`src/logic/gfx_pkg.sv`:
```
package gfx_pkg;

    // Screen and map geometry
    localparam int line_w    = 64;
    localparam int map_dim   = 16;
    localparam int tile_w    = 8;
    localparam int h_total   = 96;
    localparam int v_visible = 64;
    localparam int v_total   = 72;

    // Graphics ROM word address is code x 8 + tile row
    localparam int rom_aw = 11;

    // Register map with the tile map below reg_base
    localparam logic [11:0] reg_base     = 12'h400;
    localparam logic [11:0] reg_scroll_x = 12'h400;
    localparam logic [11:0] reg_scroll_y = 12'h404;
    localparam logic [11:0] reg_ctrl     = 12'h408;
    localparam logic [11:0] reg_irq      = 12'h40C;

    // Bit positions inside reg_ctrl
    localparam int          ctrl_enable = 0;
    localparam int          ctrl_irq_en = 1;
    localparam int          ctrl_pal_lo = 4;
    localparam int          ctrl_bg_lo  = 8;
    localparam logic [31:0] ctrl_mask   = 32'h0000_0F33;

    localparam logic [1:0] resp_okay   = 2'b00;
    localparam logic [1:0] resp_slverr = 2'b10;

    typedef struct packed {
        logic        awvalid;
        logic [11:0] awaddr;
        logic        wvalid;
        logic [31:0] wdata;
        logic [3:0]  wstrb;
        logic        bready;
        logic        arvalid;
        logic [11:0] araddr;
        logic        rready;
    } axil_req_t;

    typedef struct packed {
        logic        awready;
        logic        wready;
        logic        bvalid;
        logic [1:0]  bresp;
        logic        arready;
        logic        rvalid;
        logic [31:0] rdata;
        logic [1:0]  rresp;
    } axil_rsp_t;

    // Stored in wdata[10:0] of a map word
    typedef struct packed {
        logic [7:0] code;
        logic [1:0] pal;
        logic       hflip;
    } map_entry_t;

    typedef struct packed {
        logic [6:0] scroll_x;
        logic [6:0] scroll_y;
        logic       enable;
        logic [1:0] pal_bank;
        logic [3:0] bg_colour;
    } gfx_cfg_t;

    typedef struct packed {
        logic       pxl_cen;
        logic [6:0] hdump;
        logic [6:0] vdump;
        logic       lhbl;
        logic       lvbl;
    } video_t;

    typedef struct packed {
        logic [1:0] pal;
        logic [3:0] colour;
    } lbuf_pix_t;

    typedef struct packed {
        logic       we;
        logic       bank;
        logic [5:0] addr;
        lbuf_pix_t  pix;
    } lbuf_wr_t;

    typedef struct packed {
        logic [1:0] pal_bank;
        logic [1:0] pal;
        logic [3:0] colour;
    } pixel_t;

endpackage

```
`src/logic/pixel_mixer.sv`:
```
`timescale 1ns/1ps

module pixel_mixer
    import gfx_pkg::*;
(
    input  logic       clk,
    input  logic       rst,
    input  video_t     video,
    input  gfx_cfg_t   cfg,
    output logic       rd_bank,
    output logic [5:0] rd_addr,
    input  lbuf_pix_t  rd_pix,
    output pixel_t     pixel_out
);

    logic   cap_valid;
    logic   transparent;
    pixel_t mixed;

    // Colour 0 lets the background through
    assign transparent = rd_pix.colour == 4'd0 || !cfg.enable;

    always_comb begin
        mixed.pal_bank = cfg.pal_bank;
        if (transparent) begin
            mixed.pal    = 2'd0;
            mixed.colour = cfg.bg_colour;
        end else begin
            mixed.pal    = rd_pix.pal;
            mixed.colour = rd_pix.colour;
        end
    end

    always_ff @(posedge clk or posedge rst) begin
        if (rst) begin
            cap_valid <= 1'b0;
            rd_bank   <= 1'b0;
            rd_addr   <= '0;
            pixel_out <= '0;
        end else if (video.pxl_cen) begin
            cap_valid <= video.lhbl && video.lvbl;
            if (video.lhbl && video.lvbl) begin
                rd_bank <= video.vdump[0];
                rd_addr <= video.hdump[5:0];
            end
            // Buffer data arrived one clk after the capture
            pixel_out <= cap_valid ? mixed : '0;
        end
    end

endmodule

```
`config.mk`:
```
export PLATFORM = sky130hd
export DESIGN_NAME = pixel_mixer
export DESIGN_NICKNAME = d
export VERILOG_FILES = /design/src/logic/gfx_pkg.sv /design/src/logic/pixel_mixer.sv
export SDC_FILE = /design/constraint.sdc
export NUM_CORES = 1
export LEC_CHECK = 0
export CORE_ASPECT_RATIO = 1.25
export CORE_MARGIN = 2
export CORE_UTILIZATION = 34
export DETAILED_ROUTE_END_ITERATION = 8
export DONT_BUFFER_PORTS = 1
export GPL_ROUTABILITY_DRIVEN = 0
export PLACE_DENSITY = 0.47
export SLEW_MARGIN = 10
export SYNTH_ARGS = -nofsm -noshare
export SYNTH_HDL_FRONTEND = slang
export SYNTH_SLANG_ARGS = --single-unit
export TNS_END_PERCENT = 100
```
`constraint.sdc`:
```
create_clock -name clk -period 0.8 [get_ports clk]
set_input_delay 0.12 -clock clk [delete_from_list [all_inputs] [get_ports clk]]
set_output_delay 0.12 -clock clk [all_outputs]
set_load 0.03 [all_outputs]
```
# ---- Yosys cells after proc, flatten, opt, wreduce, memory -nomap -nowiden
# Index checks and enable logic that the tools add are counted.
dict set report totals {
  ff_bits 16
  input_bits 46
  out_inout_bits 15
  word_cells 13
}
dict set report op_classes {
  n_mux 2
  reduce_logical 5
}
# cell n
set ops {}
lappend ops {{$mux 8} 1}
lappend ops {{$mux 6} 1}
lappend ops {{$logic_not 4->1} 1}
lappend ops {{$reduce_and 2->1} 1}
lappend ops {{$logic_and 1x1->1} 1}
lappend ops {{$logic_not 1->1} 1}
lappend ops {{$logic_or 1x1->1} 1}

# ---- Depth between registers and ports, before layout
dict set report depth {
  ltp_word 4
  depth_mapped 4
  depth_no_buf 3
}

# ---- Worst setup path before layout
# OpenSTA, ideal clock, no wires.
dict set report synth_path {
  kind {input -> register}
  startpoint {input rd_pix[2] (netlist bit)}
  endpoint {register pixel_out[4] (netlist bit)}
  setup_ps 134
  arrival_time_ps 798
  t_required_ps 666
  path_slack_ps -132
  stages 3
  n_path_buf 0
  path_cell_list {or4_1 nand3_1 o22ai_1}
}
dict set report synth_via {
  elab_chain_len 4
}
# element line
set synth_lines {}
lappend synth_lines {{start, declared} pixel_mixer.sv:12} ;# input lbuf_pix_t rd_pix,
lappend synth_lines {{$logic_not 4->1} pixel_mixer.sv:21} ;# assign transparent = rd_pix.colour == 4'd0 || !cfg.enable;
lappend synth_lines {{$logic_or 1x1->1} pixel_mixer.sv:21}
lappend synth_lines {{$mux 6} pixel_mixer.sv:25} ;# if (transparent) begin
lappend synth_lines {{$mux 8} pixel_mixer.sv:47} ;# pixel_out <= cap_valid ? mixed : '0;
lappend synth_lines {{end signal, assigned} pixel_mixer.sv:47}
lappend synth_lines {{end, declared} pixel_mixer.sv:13} ;# output pixel_t pixel_out
# No other way between the ends.
# A chain may end at the register's enable or synchronous reset.

# ---- Final worst setup path
dict set report layout_path {
  startpoint {register rd_addr[0]}
  endpoint {output rd_addr[0]}
}
# element line
set layout_rtl {}
lappend layout_rtl {{start, declared} pixel_mixer.sv:11} ;# output logic [5:0] rd_addr,
lappend layout_rtl {{start signal, assigned} pixel_mixer.sv:44} ;# rd_addr <= video.hdump[5:0];
# No word-level cell between the ends.

==> metrics <==
GRT Total Usage=0.136; Yosys cell types=13; clock root cell=clkbuf_4; hold buffer count at cts=8; syn_nets=106; Mapped Area=684 sq um; Lkg Pwr=0.491 nW; Synth area leaders=dfrtp_1 (59%), mux2_2 (12%), inv_1 (5.5%), o22ai_1 (5.5%), a22oi_1 (4.4%); maximum fanout along the worst path=2; Slew Limit Fails=0; Syn Area/Cell=11.4 sq um; clock skew=0.00318 ns; crit path cell chain=buf_6; outcome=finished with violations; final hold slack=-0.0692 ns; die area=2390 sq um; worst path buffer plus inverter count=1; Starting Density=0.353; clk slew on worst S/H paths=0.09 ns; Die X=44.1 microns; area delta synth->final=54.8%; Power Total=2.15 mW; slowest library cell on the worst path=dfrtp_2; ANT nets after route=0; Port Buffer Count=0; CTS tree=yes; final WL=1500 microns; CP arrival=0.84 ns; vias in the first global route=528; remaining global-route overflow=0; die span in y=54.2 microns; worst slew pin tran=0.301 ns; DRC Markers=0; failing checks=hold timing, setup timing; DP Wirelength=1050 microns; antenna diode count=0; First-pass DRT Iterations=3; unrepaired setup endpoints after global routing=true; Final WS setup=-0.159 ns; CP top delay family=flip-flops; endpoints failing hold=9; post-synth top area cell=dfrtp_1; # setup viols final=15; Slew headroom=0.799; final worst-path cycle share=1.20; via count=576; Setup CP Type=reg2out; CTS sink cnt=16; H-Tree Depth=1; Cell Pwr Density=2020 nW/um^2; Max Clk Rate=1040 MHz; first-pass GRT wire length=2210 microns; layout cells sized above 1=0.456; clk buf depth=2; Routed wire per std cell=13.7 microns; Worst setup EP type=output pin; Startpoint Class=register; Num CTS Buffers=3; final instance area=1060 sq um; fin nets=137; Fillers=178; peak supply drop=1200 uV; Synth Instances=60; Max-Cap Viols=0; Final min period=0.959 ns; io pins=61; worst hold-check path type=in2reg; max incr delay on CP=0.42 ns; worst-skew pair later-pin latency=0.28 ns; Seq cells post-synth=16; # rows=18; post-synthesis sequential area ratio=0.585; total core area=1940 sq um; Worst EP required=0.68 ns; Util after Layout=0.547; Initial DRC Count=3; Syn. warnings=0; largest net degree at the start of global routing=17; Synth top area share=0.585; initial antenna violation count=0; Via density=5.24; Setup TNS=-2.16 ns; Placed Area=861 sq um
## Yosys cell counts (all sizes together)
library cell and number:
dfrtp 16, inv 10, mux2 7, o22ai 6, a22oi 4, nand3 4, o31ai 4, nand2 3
o21ai 3, buf 1, clkbuf 1, or4 1
## path summary, 6_finish.rpt
kind / depth (start not counted) / slack, ns / to / startpoint
min in group asynchronous: 3 / 0.28 / rd_addr[1]$_DFFE_PP0P_ / rst
max: 1 / -0.16 / rd_addr[0] / rd_addr[0]$_DFFE_PP0P_
max reg2reg: 1 / 0.02 / rd_addr[1]$_DFFE_PP0P_ / rd_addr[1]$_DFFE_PP0P_
max in group asynchronous: 3 / 0.32 / rd_addr[4]$_DFFE_PP0P_ / rst
min reg2reg: 1 / 0.53 / rd_addr[2]$_DFFE_PP0P_ / rd_addr[2]$_DFFE_PP0P_
min: 1 / -0.07 / pixel_out[0]$_DFFE_PP0P_ / video[16]
## cell usage in the layout, fill, tap and decap left out, drive strengths merged
cell,instances
or4,1
nand3,4
o21ai,3
inv,10
buf,20
o31ai,4
mux2,7
nand2,3
a22oi,4
dfrtp,16
dlygate4sd3,8
o22ai,6
clkbuf,4
## through the flow
| stage | std cells | setup slack, ns |
|---|---|---|
| CTS | 109 | -0.172 |
| finish | 110 | -0.159 |
| global route | 110 | -0.204 |
| floorplan | 60 | -0.122 |
| global placement | 95 | -0.151 |
| detailed placement | 95 | -0.148 |
## report_power, final
| part | internal (mW) | switching, mW | total, mW |
|---|---|---|---|
| Sequential | 0.917 | 0.0705 | 0.988 |
| Clock | 0.277 | 0.240 | 0.517 |
| Combinational | 0.339 | 0.303 | 0.641 |
## kinds of logic after synthesis
family          after synthesis  share of synthesized area
buf+inv                      12                     0.0713
mux                           7                      0.115
simple gates                  8                     0.0640
compound gates               17                      0.165
flops                        16                      0.585
## flip-flops by register name, indices dropped and copies added, names as in the netlist
name,count
rd_bank,1
cap_valid,1
rd_addr,6
pixel_out,8
## layout make-up
cell class                 instances  area, sq um  area share
inverter                          10         37.5      0.0354
tap                               20         25.0      0.0236
timing repair buffer              28          287       0.270
clock buffer                       4         36.3      0.0342
sequential                        16          410       0.387
multi-input combinational         32          264       0.249
## routing by layer
layer	up-vias	part of all wire	global-route usage
met1	276	0.38	0.142
met3	2	0.053	0.0336
met5	-	0	0
met4	0	0.018	0.106
li1	275	-	-
met2	23	0.55	0.230
## timing repair
action,4_1_cts,5_1_grt
endpoints found under the setup margin,16,20
endpoints found under the hold margin,32,9
resized for setup,16,1
pin swaps,0,0
setup buffers,2,1
(Power assumes the default switching activity.)
