File: src/logic/gfx_pkg.sv
package gfx_pkg;

    // Screen and map geometry
    localparam int line_w    = 64;
    localparam int map_dim   = 16;
    localparam int tile_w    = 8;
    localparam int h_total   = 96;
    localparam int v_visible = 64;
    localparam int v_total   = 72;

    // Graphics ROM word address is code x 8 + tile row
    localparam int rom_aw = 11;

    // Register map with the tile map below reg_base
    localparam logic [11:0] reg_base     = 12'h400;
    localparam logic [11:0] reg_scroll_x = 12'h400;
    localparam logic [11:0] reg_scroll_y = 12'h404;
    localparam logic [11:0] reg_ctrl     = 12'h408;
    localparam logic [11:0] reg_irq      = 12'h40C;

    // Bit positions inside reg_ctrl
    localparam int          ctrl_enable = 0;
    localparam int          ctrl_irq_en = 1;
    localparam int          ctrl_pal_lo = 4;
    localparam int          ctrl_bg_lo  = 8;
    localparam logic [31:0] ctrl_mask   = 32'h0000_0F33;

    localparam logic [1:0] resp_okay   = 2'b00;
    localparam logic [1:0] resp_slverr = 2'b10;

    typedef struct packed {
        logic        awvalid;
        logic [11:0] awaddr;
        logic        wvalid;
        logic [31:0] wdata;
        logic [3:0]  wstrb;
        logic        bready;
        logic        arvalid;
        logic [11:0] araddr;
        logic        rready;
    } axil_req_t;

    typedef struct packed {
        logic        awready;
        logic        wready;
        logic        bvalid;
        logic [1:0]  bresp;
        logic        arready;
        logic        rvalid;
        logic [31:0] rdata;
        logic [1:0]  rresp;
    } axil_rsp_t;

    // Stored in wdata[10:0] of a map word
    typedef struct packed {
        logic [7:0] code;
        logic [1:0] pal;
        logic       hflip;
    } map_entry_t;

    typedef struct packed {
        logic [6:0] scroll_x;
        logic [6:0] scroll_y;
        logic       enable;
        logic [1:0] pal_bank;
        logic [3:0] bg_colour;
    } gfx_cfg_t;

    typedef struct packed {
        logic       pxl_cen;
        logic [6:0] hdump;
        logic [6:0] vdump;
        logic       lhbl;
        logic       lvbl;
    } video_t;

    typedef struct packed {
        logic [1:0] pal;
        logic [3:0] colour;
    } lbuf_pix_t;

    typedef struct packed {
        logic       we;
        logic       bank;
        logic [5:0] addr;
        lbuf_pix_t  pix;
    } lbuf_wr_t;

    typedef struct packed {
        logic [1:0] pal_bank;
        logic [1:0] pal;
        logic [3:0] colour;
    } pixel_t;

endpackage

File: src/logic/line_buffer.sv
`timescale 1ns/1ps

module line_buffer
    import gfx_pkg::*;
(
    input  logic       clk,
    input  lbuf_wr_t   wr,
    input  logic       rd_bank,
    input  logic [5:0] rd_addr,
    output lbuf_pix_t  rd_pix
);

    // Both banks in one array with the bank bit on top of the address
    lbuf_pix_t  mem [2*line_w];
    logic [6:0] wr_idx;
    logic [6:0] rd_idx;

    assign wr_idx = {wr.bank, wr.addr};
    assign rd_idx = {rd_bank, rd_addr};

    // Render side
    always_ff @(posedge clk) begin
        if (wr.we) begin
            mem[wr_idx] <= wr.pix;
        end
    end

    // Display side with one cycle read latency
    always_ff @(posedge clk) begin
        rd_pix <= mem[rd_idx];
    end

endmodule

File: config.mk
export PLATFORM = sky130hd
export DESIGN_NAME = line_buffer
export DESIGN_NICKNAME = d
export VERILOG_FILES = /design/src/logic/gfx_pkg.sv /design/src/logic/line_buffer.sv
export SDC_FILE = /design/constraint.sdc
export NUM_CORES = 1
export LEC_CHECK = 0
export ABC_AREA = 0
export CORE_UTILIZATION = 45
export CTS_CLUSTER_SIZE = 10
export DETAILED_ROUTE_END_ITERATION = 16
export DONT_BUFFER_PORTS = 1
export GPL_ROUTABILITY_DRIVEN = 0
export GPL_TIMING_DRIVEN = 0
export HOLD_SLACK_MARGIN = 0.08
export SLEW_MARGIN = 20
export SYNTH_ARGS = -nofsm -noshare
export SYNTH_HDL_FRONTEND = slang
export SYNTH_SLANG_ARGS = --single-unit
File: constraint.sdc
create_clock -name clk -period 2.9 [get_ports clk]
set_clock_uncertainty 0.05 [all_clocks]
set_input_delay 0.145 -clock clk [delete_from_list [all_inputs] [get_ports clk]]
set_output_delay 0.145 -clock clk [all_outputs]
set_load 0.005 [all_outputs]
* Word-level counts from Yosys, hierarchy flattened *
Memory sizes are Yosys's and may differ from the RTL's. A register that Yosys moved wholly into a read port is not among the register bits.
Index checks and enable logic that the tools add are counted.

storage, ports and cells
  register bits after elaboration = 0
  memory bits (writable) = 768
  ROM bits = 0
  logic and storage cells = 3
  bits in latches = 0
  memories = 1

operators by class
  shifts and indexed selects = 0
  div/mod/pow operators = 0
  multipliers = 0
  order comparisons = 0
  multiplexer cells = 2
  reductions and logical operators = 0
  eq/ne operators = 0
  $add $sub $neg = 0
  bitwise logic cells = 0

memory list
  name  words  bits a word  read ports  clocked after Yosys merged registers in  wr ports  line               RTL
  mem   128    6            1           1                                        1         line_buffer.sv:14  lbuf_pix_t mem [2*line_w];

operator list
  cell               number
  1-bit two-way mux  2

* Depth between registers and ports, before layout *
Gate-level depths: netlist of run 1.

  depth after elaboration = 2
  depth in mapped cells = 7
  gate-level depth less buffers = 4

* Worst setup path after synthesis of run 1 *
Ideal clock, no wire load.

  path kind = in2reg
  start = in rd_addr[0]
  end = reg, netlist name rd_pix[0]
  buffers on the path = 2
  setup slack = 0.259 ns
  data required time = 2.729 ns
  stages = 6
  arrival = 2.470 ns
  library setup time = 0.121 ns
  cell sequence = clkbuf_1 > clkbuf_1 > mux4_2 > mux4_2 > mux4_2 > mux2_2

RTL lines
  what                line              RTL
  start: declaration  line_buffer.sv:9  input logic [5:0] rd_addr,

==> impl_metrics.ini, run 1 <==
[critical_path]
worstSetupEndpointType = flop
critical_path.cell_chain = clkbuf_1 > clkbuf_1 > mux4_2 > mux4_2 > mux4_2 > mux2_2
worstReg2RegStart = mem[22][1]
worst_reg2reg_path_length_in_cells = 4
critical_path.endpoint = rd_pix[2]
timing.critical_path.buf_inv = 2
cp_delay_by_family_top = multiplexers
crit_slowest_cell = sky130_fd_sc_hd__clkbuf_1
critical-path-max-stage-delay_ns = 0.79
critical_path.startpoint_type = primary input
critPathArrivalTime_ns = 3.30
regToRegSetupSlack_ns = 0.37
setup_cp_type = in -> reg
r2r-end = rd_pix[1]
crit_fanout = 10
worst_setup_path_startpoint = rd_addr[2]
crit_cells = 6
worst_path_most_repeated_cell = sky130_fd_sc_hd__mux4_2
worstPathRequired_ns = 3.34

[timing]
final-max-slew-violation-count = 0
fin_worst_hold_slack_ns = 0.134
grt_setup_unrepaired = true
final_hold_vios = 0
achievable-frequency_mhz = 350
min_period_over_period = 0.985
setup-tns-final_ns = 0
final-setup-viol-count = 0
period_minus_slack_ns = 2.86
timing_worst_slew_pin_value_ns = 1.23
maxSlewHeadroom = 0.181

[power]
vdd_ir_drop_max_v = 0.000446
total_design_power_mw = 23.3
leak_pwr_nw = 10.2
pwr_density_cell_mw_per_mm2 = 690

[global_route]
groute.usage.overall = 0.216
initial_antenna_violation_count = 4
grt_max_degree = 129
number_of_global_route_vias_before_repair = 14300
grt_pass1_wl_mm = 102
grt_remaining_overflow = 0

[synthesis]
synthesis.area_per_instance_um2 = 23.5
synth_fp_nets = 1293
yosysUniqueCellTypes = 16
netlist.area_leader.share = 0.771
postSynthRegisterBits = 774
synth.top_cells.by_area = sky130_fd_sc_hd__edfxtp_1, sky130_fd_sc_hd__mux4_2, sky130_fd_sc_hd__nor2_1
synth.yosys.seq_area_share = 0.775
synth.yosys.warnings = 0
yosysTopAreaCell = sky130_fd_sc_hd__edfxtp_1
syn-cell-area_mm2 = 0.0299
post_synth_inst_count = 1271

[clock_network]
htree_levels = 3
clk_latency_ns = 0.64
numClockSinks = 774
cts-buffers-inserted = 88
cts.reportedPaths.clkPinSlew_ns = 0.06
cts.repair_timing.setup_buffer_count = 0
cts.root.buffer_cell = sky130_fd_sc_hd__clkbuf_16
cts_tree = built
cts_buffer_depth = 3

[layout]
utilization_after_layout = 0.514
ff_latch_area_mm2 = 0.0232
multi_input_area_mm2 = 0.00646
filler_cell_count = 4984
num-nets-final = 1401
syn2layout_area_growth_pct = 12.8
final_layout_size_suffix_gt1_frac = 0.283

[routing]
drt-pass1-iter-count = 6
drc = 0
drtIter0Drc = 1361
postRouteWirelength_mm = 70.5
route.detailed.wl_per_inst_um = 31.0
antenna_violating_nets_post_route = 0
drt-vias-per-instance = 6.03
routed-via-count = 13700

[floorplanning]
initial_utilization = 0.455
die_h_um = 260
design.core.area_mm2 = 0.0657
std_cell_rows = 94
die_x_um = 260
overall_die_area_mm2 = 0.0675
pin_count = 28

[flow_run]
cap_violations = 0

[place]
port_buffers = 0
dp_hpwl_mm = 44.0

[worst_hold_path]
classification_of_the_worst_slack_hold_path = in -> reg

[status]
status = complete, no violations
cell families (layout without fill, tap and decap cells):
kind of cell	after synthesis	in the layout	share of synthesized area
multiplexers	258	258	0.192
other	0	1	0
AND/OR/NAND/NOR	170	170	0.0233
buffers and inverters	69	206	0.0101
flip-flops	774	774	0.775
placed cells by master (no fill, tap or decap), types with 7 or more instances in the layout:
cell and instances:
sky130_fd_sc_hd__buf_1 15, sky130_fd_sc_hd__buf_2 16, sky130_fd_sc_hd__clkbuf_1 43, sky130_fd_sc_hd__clkbuf_16 92
sky130_fd_sc_hd__clkbuf_2 10, sky130_fd_sc_hd__dlygate4sd3_1 12, sky130_fd_sc_hd__edfxtp_1 768, sky130_fd_sc_hd__mux4_2 252
sky130_fd_sc_hd__nand2_1 14, sky130_fd_sc_hd__nand3_1 12, sky130_fd_sc_hd__nor2_1 122, sky130_fd_sc_hd__nor2b_1 7
per-stage QoR:
step	cells	instance area [µm²]	setup WS, ns
6_report	2273	33800	0.0440
5_1_grt	2272	33800	-0.00281
4_1_cts	2272	33800	0.0334
3_5_place_dp	2135	31000	-0.814
3_3_place_gp	2135	31000	-0.781
2_1_floorplan	1271	29900	0.259
sequential cells by signal, indices dropped and copies added, names as in the netlist:
register and cells:
rd_pix 6, mem 768
final cells by class:
cell class	count	area share
sequential	774	0.687
clock buffer	115	0.0710
antenna	1	0.0000741
buffer	69	0.00952
clock inverter	4	0.00104
multi-input combinational	428	0.191
tap	864	0.0320
timing repair buffer	18	0.00845
metal layers:
layer / GRT usage / vias to the layer above / share of wire
li1: - / 5603 / -
met4: 0.0701 / 6 / 0.028
met1: 0.301 / 7418 / 0.41
met2: 0.342 / 557 / 0.49
met5: 0 / - / 0.00058
met3: 0.0461 / 115 / 0.076
cells in the mapped netlist:
| master | count |
|---|---|
| sky130_fd_sc_hd__nand4_1 | 3 |
| sky130_fd_sc_hd__buf_1 | 17 |
| sky130_fd_sc_hd__nor3_1 | 9 |
| sky130_fd_sc_hd__nand3_1 | 12 |
| sky130_fd_sc_hd__or3_1 | 1 |
| sky130_fd_sc_hd__nor2b_1 | 7 |
| sky130_fd_sc_hd__mux2_2 | 6 |
| sky130_fd_sc_hd__nand2b_1 | 2 |
| sky130_fd_sc_hd__nand2_1 | 14 |
| sky130_fd_sc_hd__buf_2 | 16 |
| sky130_fd_sc_hd__nor2_1 | 122 |
| sky130_fd_sc_hd__mux4_2 | 252 |
| sky130_fd_sc_hd__edfxtp_1 | 768 |
| sky130_fd_sc_hd__buf_4 | 6 |
| sky130_fd_sc_hd__dfxtp_1 | 6 |
| sky130_fd_sc_hd__clkbuf_1 | 30 |
where the power goes:
group / leakage (nW) / internal (mW) / switching [mW]
Clock: 1.19 / 5.69 / 4.04
Sequential: 6.95 / 12.4 / 0.0170
Combinational: 2.06 / 0.470 / 0.716
Total: 10.2 / 18.5 / 4.78
worst register-to-register path: stages, from the launching register on:
cell                       delay [ns]
sky130_fd_sc_hd__edfxtp_1        0.37
sky130_fd_sc_hd__mux4_2          0.49
sky130_fd_sc_hd__mux4_2          0.59
sky130_fd_sc_hd__mux4_2          0.57
sky130_fd_sc_hd__mux2_2          0.34
how the worst min path moves through the flow:
stage / startpoint / end / slack, ns / cells after the start
after CTS: wr[12] / mem[116][4] / 0.08 / 2
after detailed placement: wr[5] / mem[67][5] / 0.21 / 0
after global routing: wr[12] / mem[116][4] / 0.15 / 2
after floorplan: wr[0] / mem[0][0] / 0.19 / 0
after global placement: wr[1] / mem[24][1] / 0.21 / 0
final: wr[11] / mem[84][4] / 0.13 / 3
what timing repair did:
| item | CTS | global route |
|---|---|---|
| gates cloned | 0 | 0 |
| endpoints found under the hold margin | 796 | 0 |
| gates resized for setup | 3 | 3 |
| hold buffers | 18 | 0 |
| pin swaps | 0 | 0 |
| endpoints found under the setup margin | 6 | 2 |
No activity file was read; power rests on OpenSTA's default activity.
==> inputs of run 2 (changes only) <==
==> constraint.sdc (replaced) <==
create_clock -name clk -period 2.9 [get_ports clk]
set_clock_uncertainty 0.05 [all_clocks]
set_input_delay 0.58 -clock clk [delete_from_list [all_inputs] [get_ports clk]]
set_output_delay 0.58 -clock clk [all_outputs]
set_load 0.005 [all_outputs]
==> run 2 against run 1 <==
Compared with the run above:
- via count decreased by 1.5%
- sequential share of layout area shrank 0.16 points
- routed wire length is 0.38% lower
- fmax grew 0.25%
- critical path depth unchanged
- global-route usage shrank 0.082 points
- die area stayed put
- combinational power about the same
- highest routed layer unchanged
- setup slack improved by 0.0071 ns
- largest cell class unchanged
- clock-buffer cell count is 10 lower
==> impl_metrics.ini, run 2 (synthesis results as in run 1) <==
[clock_network]
cts_tree = built
cts.repair_timing.setup_buffer_count = 0
cts.root.buffer_cell = sky130_fd_sc_hd__clkbuf_16
cts_buffer_depth = 3
cts-buffers-inserted = 88
clk_latency_ns = 0.63
numClockSinks = 774
htree_levels = 3
cts.reportedPaths.clkPinSlew_ns = 0.05

[routing]
drc = 0
drt-pass1-iter-count = 5
postRouteWirelength_mm = 70.3
drtIter0Drc = 1454
route.detailed.wl_per_inst_um = 31.2
antenna_violating_nets_post_route = 0
routed-via-count = 13500
drt-vias-per-instance = 5.99

[critical_path]
regToRegSetupSlack_ns = 0.40
critical_path.startpoint_type = primary input
critPathArrivalTime_ns = 3.30
worst_reg2reg_path_length_in_cells = 4
setup_cp_type = in -> reg
crit_fanout = 10
worstReg2RegStart = mem[81][2]
worst_setup_path_startpoint = rd_addr[2]
worstPathRequired_ns = 3.35
worstSetupEndpointType = flop

[global_route]
grt_remaining_overflow = 0
grt_pass1_wl_mm = 101
globalRouteMet3Util = 0.0738
globalRoute.busiestLayer = met2
globalRouteMet2Util = 0.324
initial_antenna_violation_count = 6
grt_max_degree = 129
number_of_global_route_vias_before_repair = 14000
groute.usage.overall = 0.215
grt_util_met1 = 0.293

[timing]
achievable-frequency_mhz = 351
period_minus_slack_ns = 2.85
grt_setup_unrepaired = false
min_period_over_period = 0.982
timing_worst_slew_pin_value_ns = 1.25
final-setup-viol-count = 0
setup-tns-final_ns = 0
final-max-slew-violation-count = 0
fin_worst_hold_slack_ns = 0.297
final_hold_vios = 0
maxSlewHeadroom = 0.166

[power]
pwr_density_cell_mw_per_mm2 = 690
net-switching-power_mw = 4.78
leak_pwr_nw = 10.3
sw_frac_of_total = 0.205
p_comb_frac = 0.051
total_design_power_mw = 23.4
vdd_ir_drop_max_v = 0.000472
pwr-share-seq = 0.530
power.internal_mw = 18.6
clk_pwr_share = 0.419

[floorplanning]
design.core.area_mm2 = 0.0657
std_cell_rows = 94
die_h_um = 260
initial_utilization = 0.455
overall_die_area_mm2 = 0.0675
die_x_um = 260
pin_count = 28

[flow_run]
cap_violations = 0

[worst_hold_path]
worst_hold_path.num_cells = 2
classification_of_the_worst_slack_hold_path = in -> reg
hp-start = rd_bank

[layout]
filler_cell_count = 5037
largest_register_ff_count = 768
reg_top3 = mem: 768 flops, rd_pix: 6 flops
largest-register = mem
highest_count_cells_in_the_layout_ignoring_fill_and_taps = sky130_fd_sc_hd__edfxtp_1, sky130_fd_sc_hd__mux4_2, sky130_fd_sc_hd__nor2_1
ff_latch_area_mm2 = 0.0232
num-nets-final = 1389
syn2layout_area_growth_pct = 13.1
final_layout_size_suffix_gt1_frac = 0.298
layout_commonest_cell = sky130_fd_sc_hd__edfxtp_1
multi_input_area_mm2 = 0.00645

[place]
port_buffers = 0
dp_hpwl_mm = 44.7

[status]
status = complete, no violations
run 2: changes by cell type in the layout (fill, tap and decap cells not counted), sizes merged:
cell / change
dlygate4sd3: -12
clkbuf: -7
buf: -6
clkdlybuf4s15: +3
bufinv: +1
diode: +1
run 2: timing repair:
action / in CTS / in global routing
hold endpoints to repair: 768 / 0
pin swaps: 0 / 0
resized for setup: 20 / 4
hold buffers: 6 / 0
gates cloned: 0 / 0
endpoints found under the setup margin: 6 / 6
run 2: layout make-up:
type | instances | share of cell area
Clock buffer | 105 | 0.0698
Tap cell | 864 | 0.0319
Multi-Input combinational cell | 428 | 0.191
Antenna cell | 2 | 0.000148
Buffer | 69 | 0.0157
Timing Repair Buffer | 6 | 0.00488
Clock inverter | 5 | 0.00189
Sequential cell | 774 | 0.685
run 2: final timing paths:
| kind | endpoint |
|---|---|
| max reg2reg | rd_pix[2] |
| min reg2reg | rd_pix[0] |
| max | rd_pix[3] |
| min | rd_pix[0] |
run 2: worst max-delay path, cell delays in order:
cell                              delay (ns)
sky130_fd_sc_hd__clkbuf_2               0.33
sky130_fd_sc_hd__clkdlybuf4s15_2        0.56
sky130_fd_sc_hd__mux4_2                 0.40
sky130_fd_sc_hd__mux4_2                 0.59
sky130_fd_sc_hd__mux4_2                 0.50
sky130_fd_sc_hd__mux2_2                 0.32
run 2: layer usage:
layer  wire, µm  up-vias
met5         48        -
met4       2230        8
met3       6480      143
met2      32700      541
met1      28800     7222
li1           -     5580
run 2: power by group through the flow:
stage	sequential (mW)	clock (mW)	combinational [mW]
2_1_floorplan	12.6	0	0.663
3_3_place_gp	12.6	0	1.00
3_5_place_dp	12.6	0	1.01
4_1_cts	12.4	9.95	1.21
5_1_grt	12.4	10.3	1.26
6_report	12.4	9.78	1.20
run 2: through the flow:
stage           util  std cells  worst slack (ns)  instance area (µm²)
6_report       0.515       2253            0.0511                33800
5_1_grt        0.515       2252            0.0549                33800
4_1_cts        0.514       2251            0.0232                33800
3_5_place_dp   0.474       2135             -1.09                31200
3_3_place_gp   0.474       2135             -1.09                31200
2_1_floorplan      -       1271            0.0157                30100
