<file path="src/logic/gfx_pkg.sv">
package gfx_pkg;

    // Screen and map geometry
    localparam int line_w    = 64;
    localparam int map_dim   = 16;
    localparam int tile_w    = 8;
    localparam int h_total   = 96;
    localparam int v_visible = 64;
    localparam int v_total   = 72;

    // Graphics ROM word address is code x 8 + tile row
    localparam int rom_aw = 11;

    // Register map with the tile map below reg_base
    localparam logic [11:0] reg_base     = 12'h400;
    localparam logic [11:0] reg_scroll_x = 12'h400;
    localparam logic [11:0] reg_scroll_y = 12'h404;
    localparam logic [11:0] reg_ctrl     = 12'h408;
    localparam logic [11:0] reg_irq      = 12'h40C;

    // Bit positions inside reg_ctrl
    localparam int          ctrl_enable = 0;
    localparam int          ctrl_irq_en = 1;
    localparam int          ctrl_pal_lo = 4;
    localparam int          ctrl_bg_lo  = 8;
    localparam logic [31:0] ctrl_mask   = 32'h0000_0F33;

    localparam logic [1:0] resp_okay   = 2'b00;
    localparam logic [1:0] resp_slverr = 2'b10;

    typedef struct packed {
        logic        awvalid;
        logic [11:0] awaddr;
        logic        wvalid;
        logic [31:0] wdata;
        logic [3:0]  wstrb;
        logic        bready;
        logic        arvalid;
        logic [11:0] araddr;
        logic        rready;
    } axil_req_t;

    typedef struct packed {
        logic        awready;
        logic        wready;
        logic        bvalid;
        logic [1:0]  bresp;
        logic        arready;
        logic        rvalid;
        logic [31:0] rdata;
        logic [1:0]  rresp;
    } axil_rsp_t;

    // Stored in wdata[10:0] of a map word
    typedef struct packed {
        logic [7:0] code;
        logic [1:0] pal;
        logic       hflip;
    } map_entry_t;

    typedef struct packed {
        logic [6:0] scroll_x;
        logic [6:0] scroll_y;
        logic       enable;
        logic [1:0] pal_bank;
        logic [3:0] bg_colour;
    } gfx_cfg_t;

    typedef struct packed {
        logic       pxl_cen;
        logic [6:0] hdump;
        logic [6:0] vdump;
        logic       lhbl;
        logic       lvbl;
    } video_t;

    typedef struct packed {
        logic [1:0] pal;
        logic [3:0] colour;
    } lbuf_pix_t;

    typedef struct packed {
        logic       we;
        logic       bank;
        logic [5:0] addr;
        lbuf_pix_t  pix;
    } lbuf_wr_t;

    typedef struct packed {
        logic [1:0] pal_bank;
        logic [1:0] pal;
        logic [3:0] colour;
    } pixel_t;

endpackage

</file>
<file path="src/logic/tile_fetch.sv">
`timescale 1ns/1ps

module tile_fetch
    import gfx_pkg::*;
(
    input  logic              clk,
    input  logic              rst,
    input  video_t            video,
    input  gfx_cfg_t          cfg,
    output logic [7:0]        map_addr,
    input  map_entry_t        map_entry,
    output logic              rom_cs,
    output logic [rom_aw-1:0] rom_addr,
    input  logic [31:0]       rom_data,
    input  logic              rom_ok,
    output lbuf_wr_t          lbuf_wr,
    output logic              busy
);

    typedef enum logic [1:0] {f_idle, f_map, f_rom, f_next} fetch_st_t;

    fetch_st_t  fstate;
    logic [3:0] ftile;
    logic       lhbl_l;
    logic       start;
    logic [6:0] next_line;
    logic       bank_q;
    logic [6:0] sx_q;
    logic [6:0] y_q;
    logic [3:0] col;
    // One fetched word waiting for the draw stage
    logic        hold_valid;
    logic [31:0] hold_word;
    logic [1:0]  hold_pal;
    logic        hold_hflip;
    logic [3:0]  hold_tile;
    // Draw stage
    logic        load;
    logic        d_active;
    logic [2:0]  d_pix;
    logic [31:0] d_word;
    logic [1:0]  d_pal;
    logic        d_hflip;
    logic [3:0]  d_tile;
    logic [7:0]  pos;
    logic [2:0]  nib_sel;

    assign start     = video.pxl_cen && lhbl_l && !video.lhbl;
    assign next_line = (video.vdump == 7'(v_total - 1)) ? 7'd0 : video.vdump + 7'd1;

    assign col      = 4'(sx_q[6:3] + ftile);
    assign map_addr = {y_q[6:3], col};
    assign rom_cs   = fstate == f_rom;
    // Map entry is valid throughout f_rom as map_addr holds
    assign rom_addr = {map_entry.code, y_q[2:0]};

    always_ff @(posedge clk or posedge rst) begin
        if (rst) begin
            fstate     <= f_idle;
            ftile      <= '0;
            lhbl_l     <= 1'b0;
            hold_valid <= 1'b0;
        end else begin
            if (video.pxl_cen) begin
                lhbl_l <= video.lhbl;
            end
            if (load) begin
                hold_valid <= 1'b0;
            end
            case (fstate)
                f_idle: begin
                    if (start) begin
                        ftile  <= '0;
                        fstate <= f_map;
                    end
                end
                f_map: fstate <= f_rom;
                f_rom: begin
                    if (rom_ok) begin
                        hold_valid <= 1'b1;
                        fstate     <= f_next;
                    end
                end
                default: begin
                    // Wait until the draw stage has taken the word
                    if (!hold_valid) begin
                        if (ftile == 4'(line_w / tile_w)) begin
                            fstate <= f_idle;
                        end else begin
                            ftile  <= ftile + 4'd1;
                            fstate <= f_map;
                        end
                    end
                end
            endcase
        end
    end

    always_ff @(posedge clk) begin
        if (fstate == f_idle && start) begin
            bank_q <= next_line[0];
            sx_q   <= cfg.scroll_x;
            y_q    <= next_line + cfg.scroll_y;
        end
        if (fstate == f_rom && rom_ok) begin
            hold_word  <= rom_data;
            hold_pal   <= map_entry.pal;
            hold_hflip <= map_entry.hflip;
            hold_tile  <= ftile;
        end
    end

    // Next tile may follow pixel 7 without a gap
    assign load = hold_valid && (!d_active || d_pix == 3'd7);

    always_ff @(posedge clk or posedge rst) begin
        if (rst) begin
            d_active <= 1'b0;
            d_pix    <= '0;
        end else if (load) begin
            d_active <= 1'b1;
            d_pix    <= '0;
        end else if (d_active) begin
            d_pix <= d_pix + 3'd1;
            if (d_pix == 3'd7) begin
                d_active <= 1'b0;
            end
        end
    end

    always_ff @(posedge clk) begin
        if (load) begin
            d_word  <= hold_word;
            d_pal   <= hold_pal;
            d_hflip <= hold_hflip;
            d_tile  <= hold_tile;
        end
    end

    // Screen x of the pixel with tile 0 shifted left by the fine scroll
    assign pos     = {1'b0, d_tile, 3'b000} + {5'd0, d_pix} - {5'd0, sx_q[2:0]};
    assign nib_sel = d_hflip ? ~d_pix : d_pix;

    always_comb begin
        lbuf_wr.we         = d_active && pos < 8'(line_w);
        lbuf_wr.bank       = bank_q;
        lbuf_wr.addr       = pos[5:0];
        lbuf_wr.pix.pal    = d_pal;
        lbuf_wr.pix.colour = d_word[{nib_sel, 2'b00} +: 4];
    end

    assign busy = fstate != f_idle || hold_valid || d_active;

    a_rom_hold: assert property (@(posedge clk) disable iff (rst)
        rom_cs && !rom_ok |=> rom_cs && $stable(rom_addr));
    a_line_done: assert property (@(posedge clk) disable iff (rst)
        start |-> !busy);

endmodule

</file>
<file path="config.mk">
export PLATFORM = sky130hd
export DESIGN_NAME = tile_fetch
export DESIGN_NICKNAME = d
export VERILOG_FILES = /design/src/logic/gfx_pkg.sv /design/src/logic/tile_fetch.sv
export SDC_FILE = /design/constraint.sdc
export NUM_CORES = 1
export LEC_CHECK = 0
export ABC_AREA = 1
export CAP_MARGIN = 10
export CORE_UTILIZATION = 60
export CTS_BUF_LIST = sky130_fd_sc_hd__clkbuf_8
export DETAILED_ROUTE_END_ITERATION = 8
export DONT_BUFFER_PORTS = 1
export GPL_TIMING_DRIVEN = 0
export MAX_ROUTING_LAYER = met4
export PLACE_DENSITY_LB_ADDON = 0.25
export SLEW_MARGIN = 20
export SYNTH_ARGS = -nofsm -noshare
export SYNTH_HDL_FRONTEND = slang
export SYNTH_SLANG_ARGS = --single-unit
</file>
<file path="constraint.sdc">
create_clock -name clk -period 2.8 [get_ports clk]
set_input_delay 0.56 -clock clk [delete_from_list [all_inputs] [get_ports clk]]
set_output_delay 0.56 -clock clk [all_outputs]
set_load 0.03 [all_outputs]
</file>
; ---- After elaboration in Yosys (flattened, before gate mapping)
; Index checks and enable logic that the tools add are counted.
[word_totals]
output_inout_bits = 35
ff_bits = 105
inputBits = 84
word_cells = 74
[classes]
n_lt_le_gt_ge = 1
n_eq_ne = 10
n_bitwise = 2
reduce_logical = 17
mux = 19
n_addsub = 7
shifts = 1
[ops]
columns = cell, count
row1 = $shiftx 32x6->4, 1
row2 = $mux 4, 3
row3 = $mux 3, 3
row4 = $add 7x3->8, 1
row5 = $lt 8x7->1 const B, 1
row6 = $pmux 4 s2, 1
row7 = $sub 8x3->8, 1
row8 = $add 7x1->7 const B, 1
row9 = $add 7x7->7, 1
row10 = $eq 7x7->1 const B, 1
row11 = $mux 1, 7
row12 = $mux 7, 1
row13 = $logic_and 1x1->1, 6
row14 = $mux 2, 3
row15 = $ne 2x1->1 const B, 3
row16 = $pmux 2 s3, 1
row17 = $add 4x1->4 const B, 1
row18 = $add 4x4->4, 1
row19 = $eq 4x4->1 const B, 1
row20 = $ne 4x2->1 const B, 1
row21 = $reduce_and 4->1, 1
row22 = $reduce_bool 2->1, 2
row23 = $add 3x1->3 const B, 1
row24 = $eq 3x3->1 const B, 1
row25 = other kinds (10), 13

; ---- Logic depth before layout (Yosys ltp)
; Gate-level depths: netlist of run 1.
[logic_depth]
ltp_word = 6
mapped_depth = 12

; ---- Worst setup path before layout of run 1
; OpenSTA, ideal clock, no wires.
[synth_timing]
path_kind = input -> register
startpoint = input video[2] (netlist name)
endpoint = register y_q[6] (data pin)
path_stages = 11
path_buffers = 0
path_slack_ns = 0.442
arrival_time_ns = 2.105
setup_time_ns = 0.253
path_cell_list = ha_1 nand2_1 inv_1 a31oi_1 ha_1 inv_1 fa_1 nor3_1 nor2_1 nand3_1 nand2_1
[synth_via]
elab_chain_len = 3
elab_cells_between_ends = 4
[synth_lines]
columns = element, line
row1 = from (decl), tile_fetch.sv:8  ; input video_t video,
row2 = $add 7x1->7 or $eq 7x7->1 (tied branches), tile_fetch.sv:49  ; assign next_line = (video.vdump == 7'(v_total - 1)) ? 7'd0 : video.vdump + 7'd1;
row3 = $mux 7 (*), tile_fetch.sv:49
row4 = named net next_line[0], tile_fetch.sv:26  ; logic [6:0] next_line;
row5 = $add 7x7->7 (*), tile_fetch.sv:103  ; y_q <= next_line + cfg.scroll_y;
row6 = to (signal assigned), tile_fetch.sv:103
row7 = to (decl), tile_fetch.sv:29  ; logic [6:0] y_q;
; The timed path passes the listed nets; every way through them passes the cells marked *.
; A chain may end at the register's enable or synchronous reset.

==> impl_metrics.tcl, run 1 <==
set metrics [dict create \
    status "finished, final reports clean" \
    vias 2682 \
    first_iter_violations 153 \
    grtUsageTotal_pct 20.7 \
    syn_avg_cell_area_um2 12.3 \
    synth_cells 377 \
    setup.worst_path.end_class "output pin" \
    grt_overflow 0 \
    setup_violations 0 \
    synth_edf_count 93 \
    met3_usage_pct 4.23 \
    clock_latency_ns 0.37 \
    wirelength_um 7450 \
    clock_path_buffers 2 \
    grt_pass1_wl_um 12300 \
    detailed_place_hpwl_um 5500 \
    post_synth_num_cell_types 25 \
    arrival_ns 2.08 \
    die_area_mm2 0.00809 \
    area_growth_pct 8.12 \
    final_cells 494 \
    ys_warn_count 0 \
    synth_common_cells "edfxtp_1, nand2_1, inv_1" \
    leakage_uw 0.00204 \
    rr_worst_depth 6 \
    path_max_fanout 4 \
    htree_levels 3 \
    async_flop_share_pct 11.4 \
    yosys_register_bits 105 \
    grt_pass1_vias 2629 \
    yosys-top-cells-area "edfxtp_1, dfrtp_1, nand2_1" \
    rsz0062_at_grt "false" \
    slew_viol_final 0 \
    yosysTopAreaCellShare_pct 60.2 \
    pwr_density_cell_mw_per_mm2 1020 \
    portBuffers 0 \
    clk_pin_slew_ns 0.10 \
    required_ns 2.24 \
    start_util_pct 63.0 \
    ys_seq_area_share_pct 66.7 \
    ctsHoldBuffers 0 \
    grtUsageMet2_pct 33.8 \
    critPathLaunchType "flop" \
    finalHoldViolCount 0 \
    vdd.ir_drop.worst_v 0.000499 \
    cts_buffers 9 \
    detail_route.wl_per_cell_um 15.1 \
    min_path_type "input pin to asynchronous set/reset pin" \
    cts_root_buf "clkbuf_8" \
    grtUsageMet1_pct 25.0 \
    clock_skew_ns 0.0124 \
    r2r_slack_ns 0.76 \
    cap_violations 0 \
    tightest_slew_ns 0.779 \
    drc 0 \
    cts_tree "built" \
    synth.net_count 485 \
    power.total_uw 5120 \
    ys.flop_type "edfxtp_1" \
    antenna_left 0 \
    yosysTopAreaCell "edfxtp_1" \
    max_freq_mhz 379 \
    setup_tns_ns 0 \
    die_w_um 89.9 \
    antenna_found_initial 0 \
    firstDrtPassIters 4 \
    relSlewSlack_pct 48.0 \
    io_pins 119 \
    die_h_um 89.9 \
    grt_max_degree 40 \
    core_region_area_mm2 0.00737 \
    fin_crit_sh_pct 94.3 \
    crit_type "flop to output pin" \
    busiest_layer "met2" \
    synth_most_common_cell "edfxtp_1" \
    finalCriticalPeriod_ns 2.64 \
    avgViaCountPerCell 5.43 \
    reg2reg_from "d_pix[0]" \
    rows 31 \
    worstReg2RegEnd "d_word[2]" \
    nets 498 \
    cts.sinks 105 \
    num_antenna_cells 0 \
    dp_cells 477 \
    post_route_cells_drive_above_1_share_pct 10.9 \
    synth_area_mm2 0.00464 \
    gp_congestion 0.803 \
]
-- cells by family after synthesis --
logic type,after synthesis,share of synthesized area (%)
flops,105,66.7
compound gates,44,5.77
xor+xnor,16,3.18
simple gates,118,10.5
fa+ha+maj,24,6.96
buf+inv,70,6.88
-- final cells by class --
class	instances	area, um^2
fillers	536	2350
multi-input cells	202	1250
plain buffers	12	101
clock inverters	7	71.3
clock buffers	9	124
flip-flops and latches	105	3090
well taps	99	124
inverters	58	218
repair buffers	2	35.0
-- how the worst max path moves through the flow --
stage,startpoint,end,slack [ns],cells after the start
5_1_grt,d_pix[0],lbuf_wr[13],0.009,9
6_report,d_pix[0],lbuf_wr[13],0.16,10
3_3_place_gp,fstate[0],hold_word[20],0.25,4
4_1_cts,d_pix[0],lbuf_wr[13],0.006,10
2_1_floorplan,video[2],y_q[6],0.44,11
3_5_place_dp,d_pix[0],lbuf_wr[13],0.24,10
-- timing repair --
item,4_1_cts,5_1_grt
gates resized for setup,3,4
pin swaps,0,2
buffers inserted,0,1
setup endpoints to repair,2,2
-- critical path: stages, from the launching register on --
cell	delay (ns)
dfrtp_1	0.36
inv_1	0.08
ha_2	0.19
fa_2	0.35
inv_1	0.07
nand2_1	0.06
nand3_1	0.12
nor2_1	0.06
nand2_1	0.06
o211ai_1	0.14
nor2_4	0.24
-- per-layer routing --
layer / up-vias / part of all wire, %
met4: 0 / 1.8
met2: 113 / 49
met5: - / 0
met3: 9 / 6.4
met1: 1253 / 42
li1: 1307 / -
-- power breakdown --
part	internal [uW]	total, uW	switching (uW)
registers	2120	2300	183
logic	549	1920	1370
clock network	351	896	545
-- sequential cells by signal, indices dropped and copies added (netlist names), 2 cells and up --
signal     count
d_pal          2
d_pix          3
d_tile         4
d_word        32
fstate         2
ftile          4
hold_pal       2
hold_tile      4
hold_word     32
sx_q           7
y_q            7
-- layout by cell type (no fill, tap or decap), drive strengths merged --
cell type	Yosys	layout
edfxtp	93	93
nand2	72	72
inv	58	62
ha	21	21
nand3	19	19
nor2	19	19
o211ai	17	17
o21ai	16	16
buf	12	14
dfrtp	12	12
clkbuf	0	9
xnor2	9	9
a21oi	8	8
xor2	7	7
nand4	3	3
fa	3	3
or2	2	2
a31oi	2	2
clkinv	0	2
nor4	1	1
nor3	1	1
nand3b	1	1
a21o	1	1
clkinvlp	0	1
-- through the flow --
stage	cell area, um^2	util, %	hold WS [ns]	setup WS, ns
after CTS	5000	67.9	0.0912	0.00563
after detailed placement	4790	65.0	0.405	0.243
after global routing	5020	68.1	0.109	0.00909
after floorplan	4640	-	0.400	0.442
after global placement	4760	64.6	0.401	0.253
final	5020	68.1	0.0963	0.159
No activity file was read; power rests on OpenSTA's default activity.
==> run 2, diff against run 1 <==
==> constraint.sdc (replaced) <==
create_clock -name clk -period 2.5 [get_ports clk]
set_input_delay 0.5 -clock clk [delete_from_list [all_inputs] [get_ports clk]]
set_output_delay 0.5 -clock clk [all_outputs]
set_load 0.03 [all_outputs]
==> impl_metrics.tcl, run 2 (synthesis gave the netlist of run 1 again) <==
set metrics [dict create \
    status "complete, but fails checks" \
    violations "negative setup slack" \
    slew_viol_final 0 \
    worstReg2RegEnd "d_word[2]" \
    setup.worst_path.end_class "output pin" \
    drc 0 \
    avgViaCountPerCell 5.36 \
    finalHoldViolCount 0 \
    clock_latency_ns 0.37 \
    num_antenna_cells 0 \
    required_ns 2.00 \
    die_h_um 89.9 \
    nets 504 \
    grt_max_degree 40 \
    setup_violations 1 \
    fin_area_mm2 0.00517 \
    rsz0062_at_grt "true" \
    path_max_fanout 3 \
    grt_pass1_vias 2629 \
    critPathLaunchType "flop" \
    final_util_pct 70.1 \
    grtUsageTotal_pct 21.0 \
    largest_registers "d_word (32), hold_word (32)" \
    vdd.ir_drop.worst_v 0.000566 \
    clock_path_buffers 2 \
    antenna_left 0 \
    finalCriticalPeriod_ns 2.51 \
    hold_ws_ns 0.0379 \
    fin_ws_ns -0.0137 \
    dp_cells 477 \
    post_route_cells_drive_above_1_share_pct 16.7 \
    dp_slack_ns 0.00269 \
    placed_area_mm2 0.00479 \
    cts_root_buf "clkbuf_8" \
    antenna_found_initial 0 \
    cts.sinks 105 \
    pwr_density_cell_mw_per_mm2 1170 \
    cap_violations 0 \
    tightest_slew_ns 0.778 \
    die_area_mm2 0.00809 \
    arrival_ns 2.01 \
    crit_type "flop to output pin" \
    clock_skew_ns 0.0104 \
    core_region_area_mm2 0.00737 \
    grt_pass1_wl_um 12400 \
    rows 31 \
    final_cells 500 \
    grt_overflow 0 \
    clk_pin_slew_ns 0.10 \
    die_w_um 89.9 \
    relSlewSlack_pct 48.0 \
    firstDrtPassIters 4 \
    detailed_place_hpwl_um 5500 \
    r2r_slack_ns 0.33 \
    fin_crit_sh_pct 101 \
    detail_route.wl_per_cell_um 15.5 \
    gp_congestion 0.803 \
    htree_levels 3 \
    vias 2682 \
    max_freq_mhz 398 \
    multiInputGateArea_mm2 0.00135 \
    start_util_pct 63.0 \
    area_growth_pct 11.4 \
    reg2reg_from "d_pix[0]" \
    layout_commonest_cell "edfxtp_1" \
    leakage_uw 0.00209 \
    io_pins 119 \
    seqCellArea_mm2 0.00310 \
    rr_worst_depth 7 \
    cts_buffers 9 \
    first_iter_violations 169 \
    min_path_type "input pin to asynchronous set/reset pin" \
    cts_tree "built" \
    wirelength_um 7730 \
    portBuffers 0 \
    mostFrequentLayoutCells "edfxtp_1, nand2_1, inv_1, ha_1, nand3_1" \
    n_fill_cell 514 \
]
==> run 2: changes by cell type in the layout (fill, tap and decap cells not counted), sizes merged <==
| cell | previous run | this run |
|---|---|---|
| buf | 14 | 20 |
==> run 2: per-layer routing <==
| metal | wire length, um | track usage [%] | share of wire (%) | vias up |
|---|---|---|---|---|
| met3 | 428 | 4.23 | 5.5 | 9 |
| met4 | 135 | 9.81 | 1.7 | 0 |
| met1 | 3320 | 25.5 | 43 | 1243 |
| li1 | - | - | - | 1319 |
| met2 | 3840 | 34.2 | 50 | 111 |
| met5 | 0 | - | 0 | - |
==> run 2: cell type report <==
cell class / count / share of cell area [%]
Clock inverter: 7 / 1.38
Sequential cell: 105 / 59.9
Tap cell: 99 / 2.40
Clock buffer: 9 / 2.40
Timing Repair Buffer: 8 / 1.55
Buffer: 12 / 1.96
Inverter: 58 / 4.21
Multi-Input combinational cell: 202 / 26.2
==> run 2: per-stage QoR <==
stage / power (uW) / setup TNS, ns
floorplan: 4310 / 0
global placement: 4650 / -1.79
detailed placement: 4760 / 0
CTS: 5890 / -0.0555
global route: 6430 / -0.293
finish: 6030 / -0.0137
==> run 2: worst max path at each step <==
stage               startpoint       endpoint  slack (ns)  depth (start not counted)
floorplan             video[2]         y_q[6]        0.20                         11
global placement     fstate[0]  hold_word[20]       -0.05                          4
detailed placement    d_pix[0]    lbuf_wr[13]       0.003                         10
CTS                    sx_q[0]    lbuf_wr[13]       -0.05                          9
global route          d_pix[0]    lbuf_wr[13]       -0.10                         10
finish                 sx_q[0]    lbuf_wr[13]       -0.01                          9
==> run 2: power breakdown <==
part	total, uW	leakage (uW)	internal (uW)	switching (uW)
Combinational	2430	0.000999	766	1670
Sequential	2590	0.000993	2380	215
Clock	1010	0.0000983	393	616
==> run 2: critical path: stages, from the launching register on <==
cell and delay (ns):
edfxtp_1 0.43, ha_4 0.19, fa_2 0.38, inv_2 0.07, nand2_2 0.05, nand3_2 0.08
nor2_1 0.04, nand2_1 0.05, o211ai_1 0.14, nor2_4 0.22
==> run 2: what timing repair did <==
item                       CTS  global route
setup endpoints to repair   10             6
gates cloned                 0             1
resized for setup           17            16
hold buffers                 0             0
buffers inserted             1             5
pin swaps                    3             6
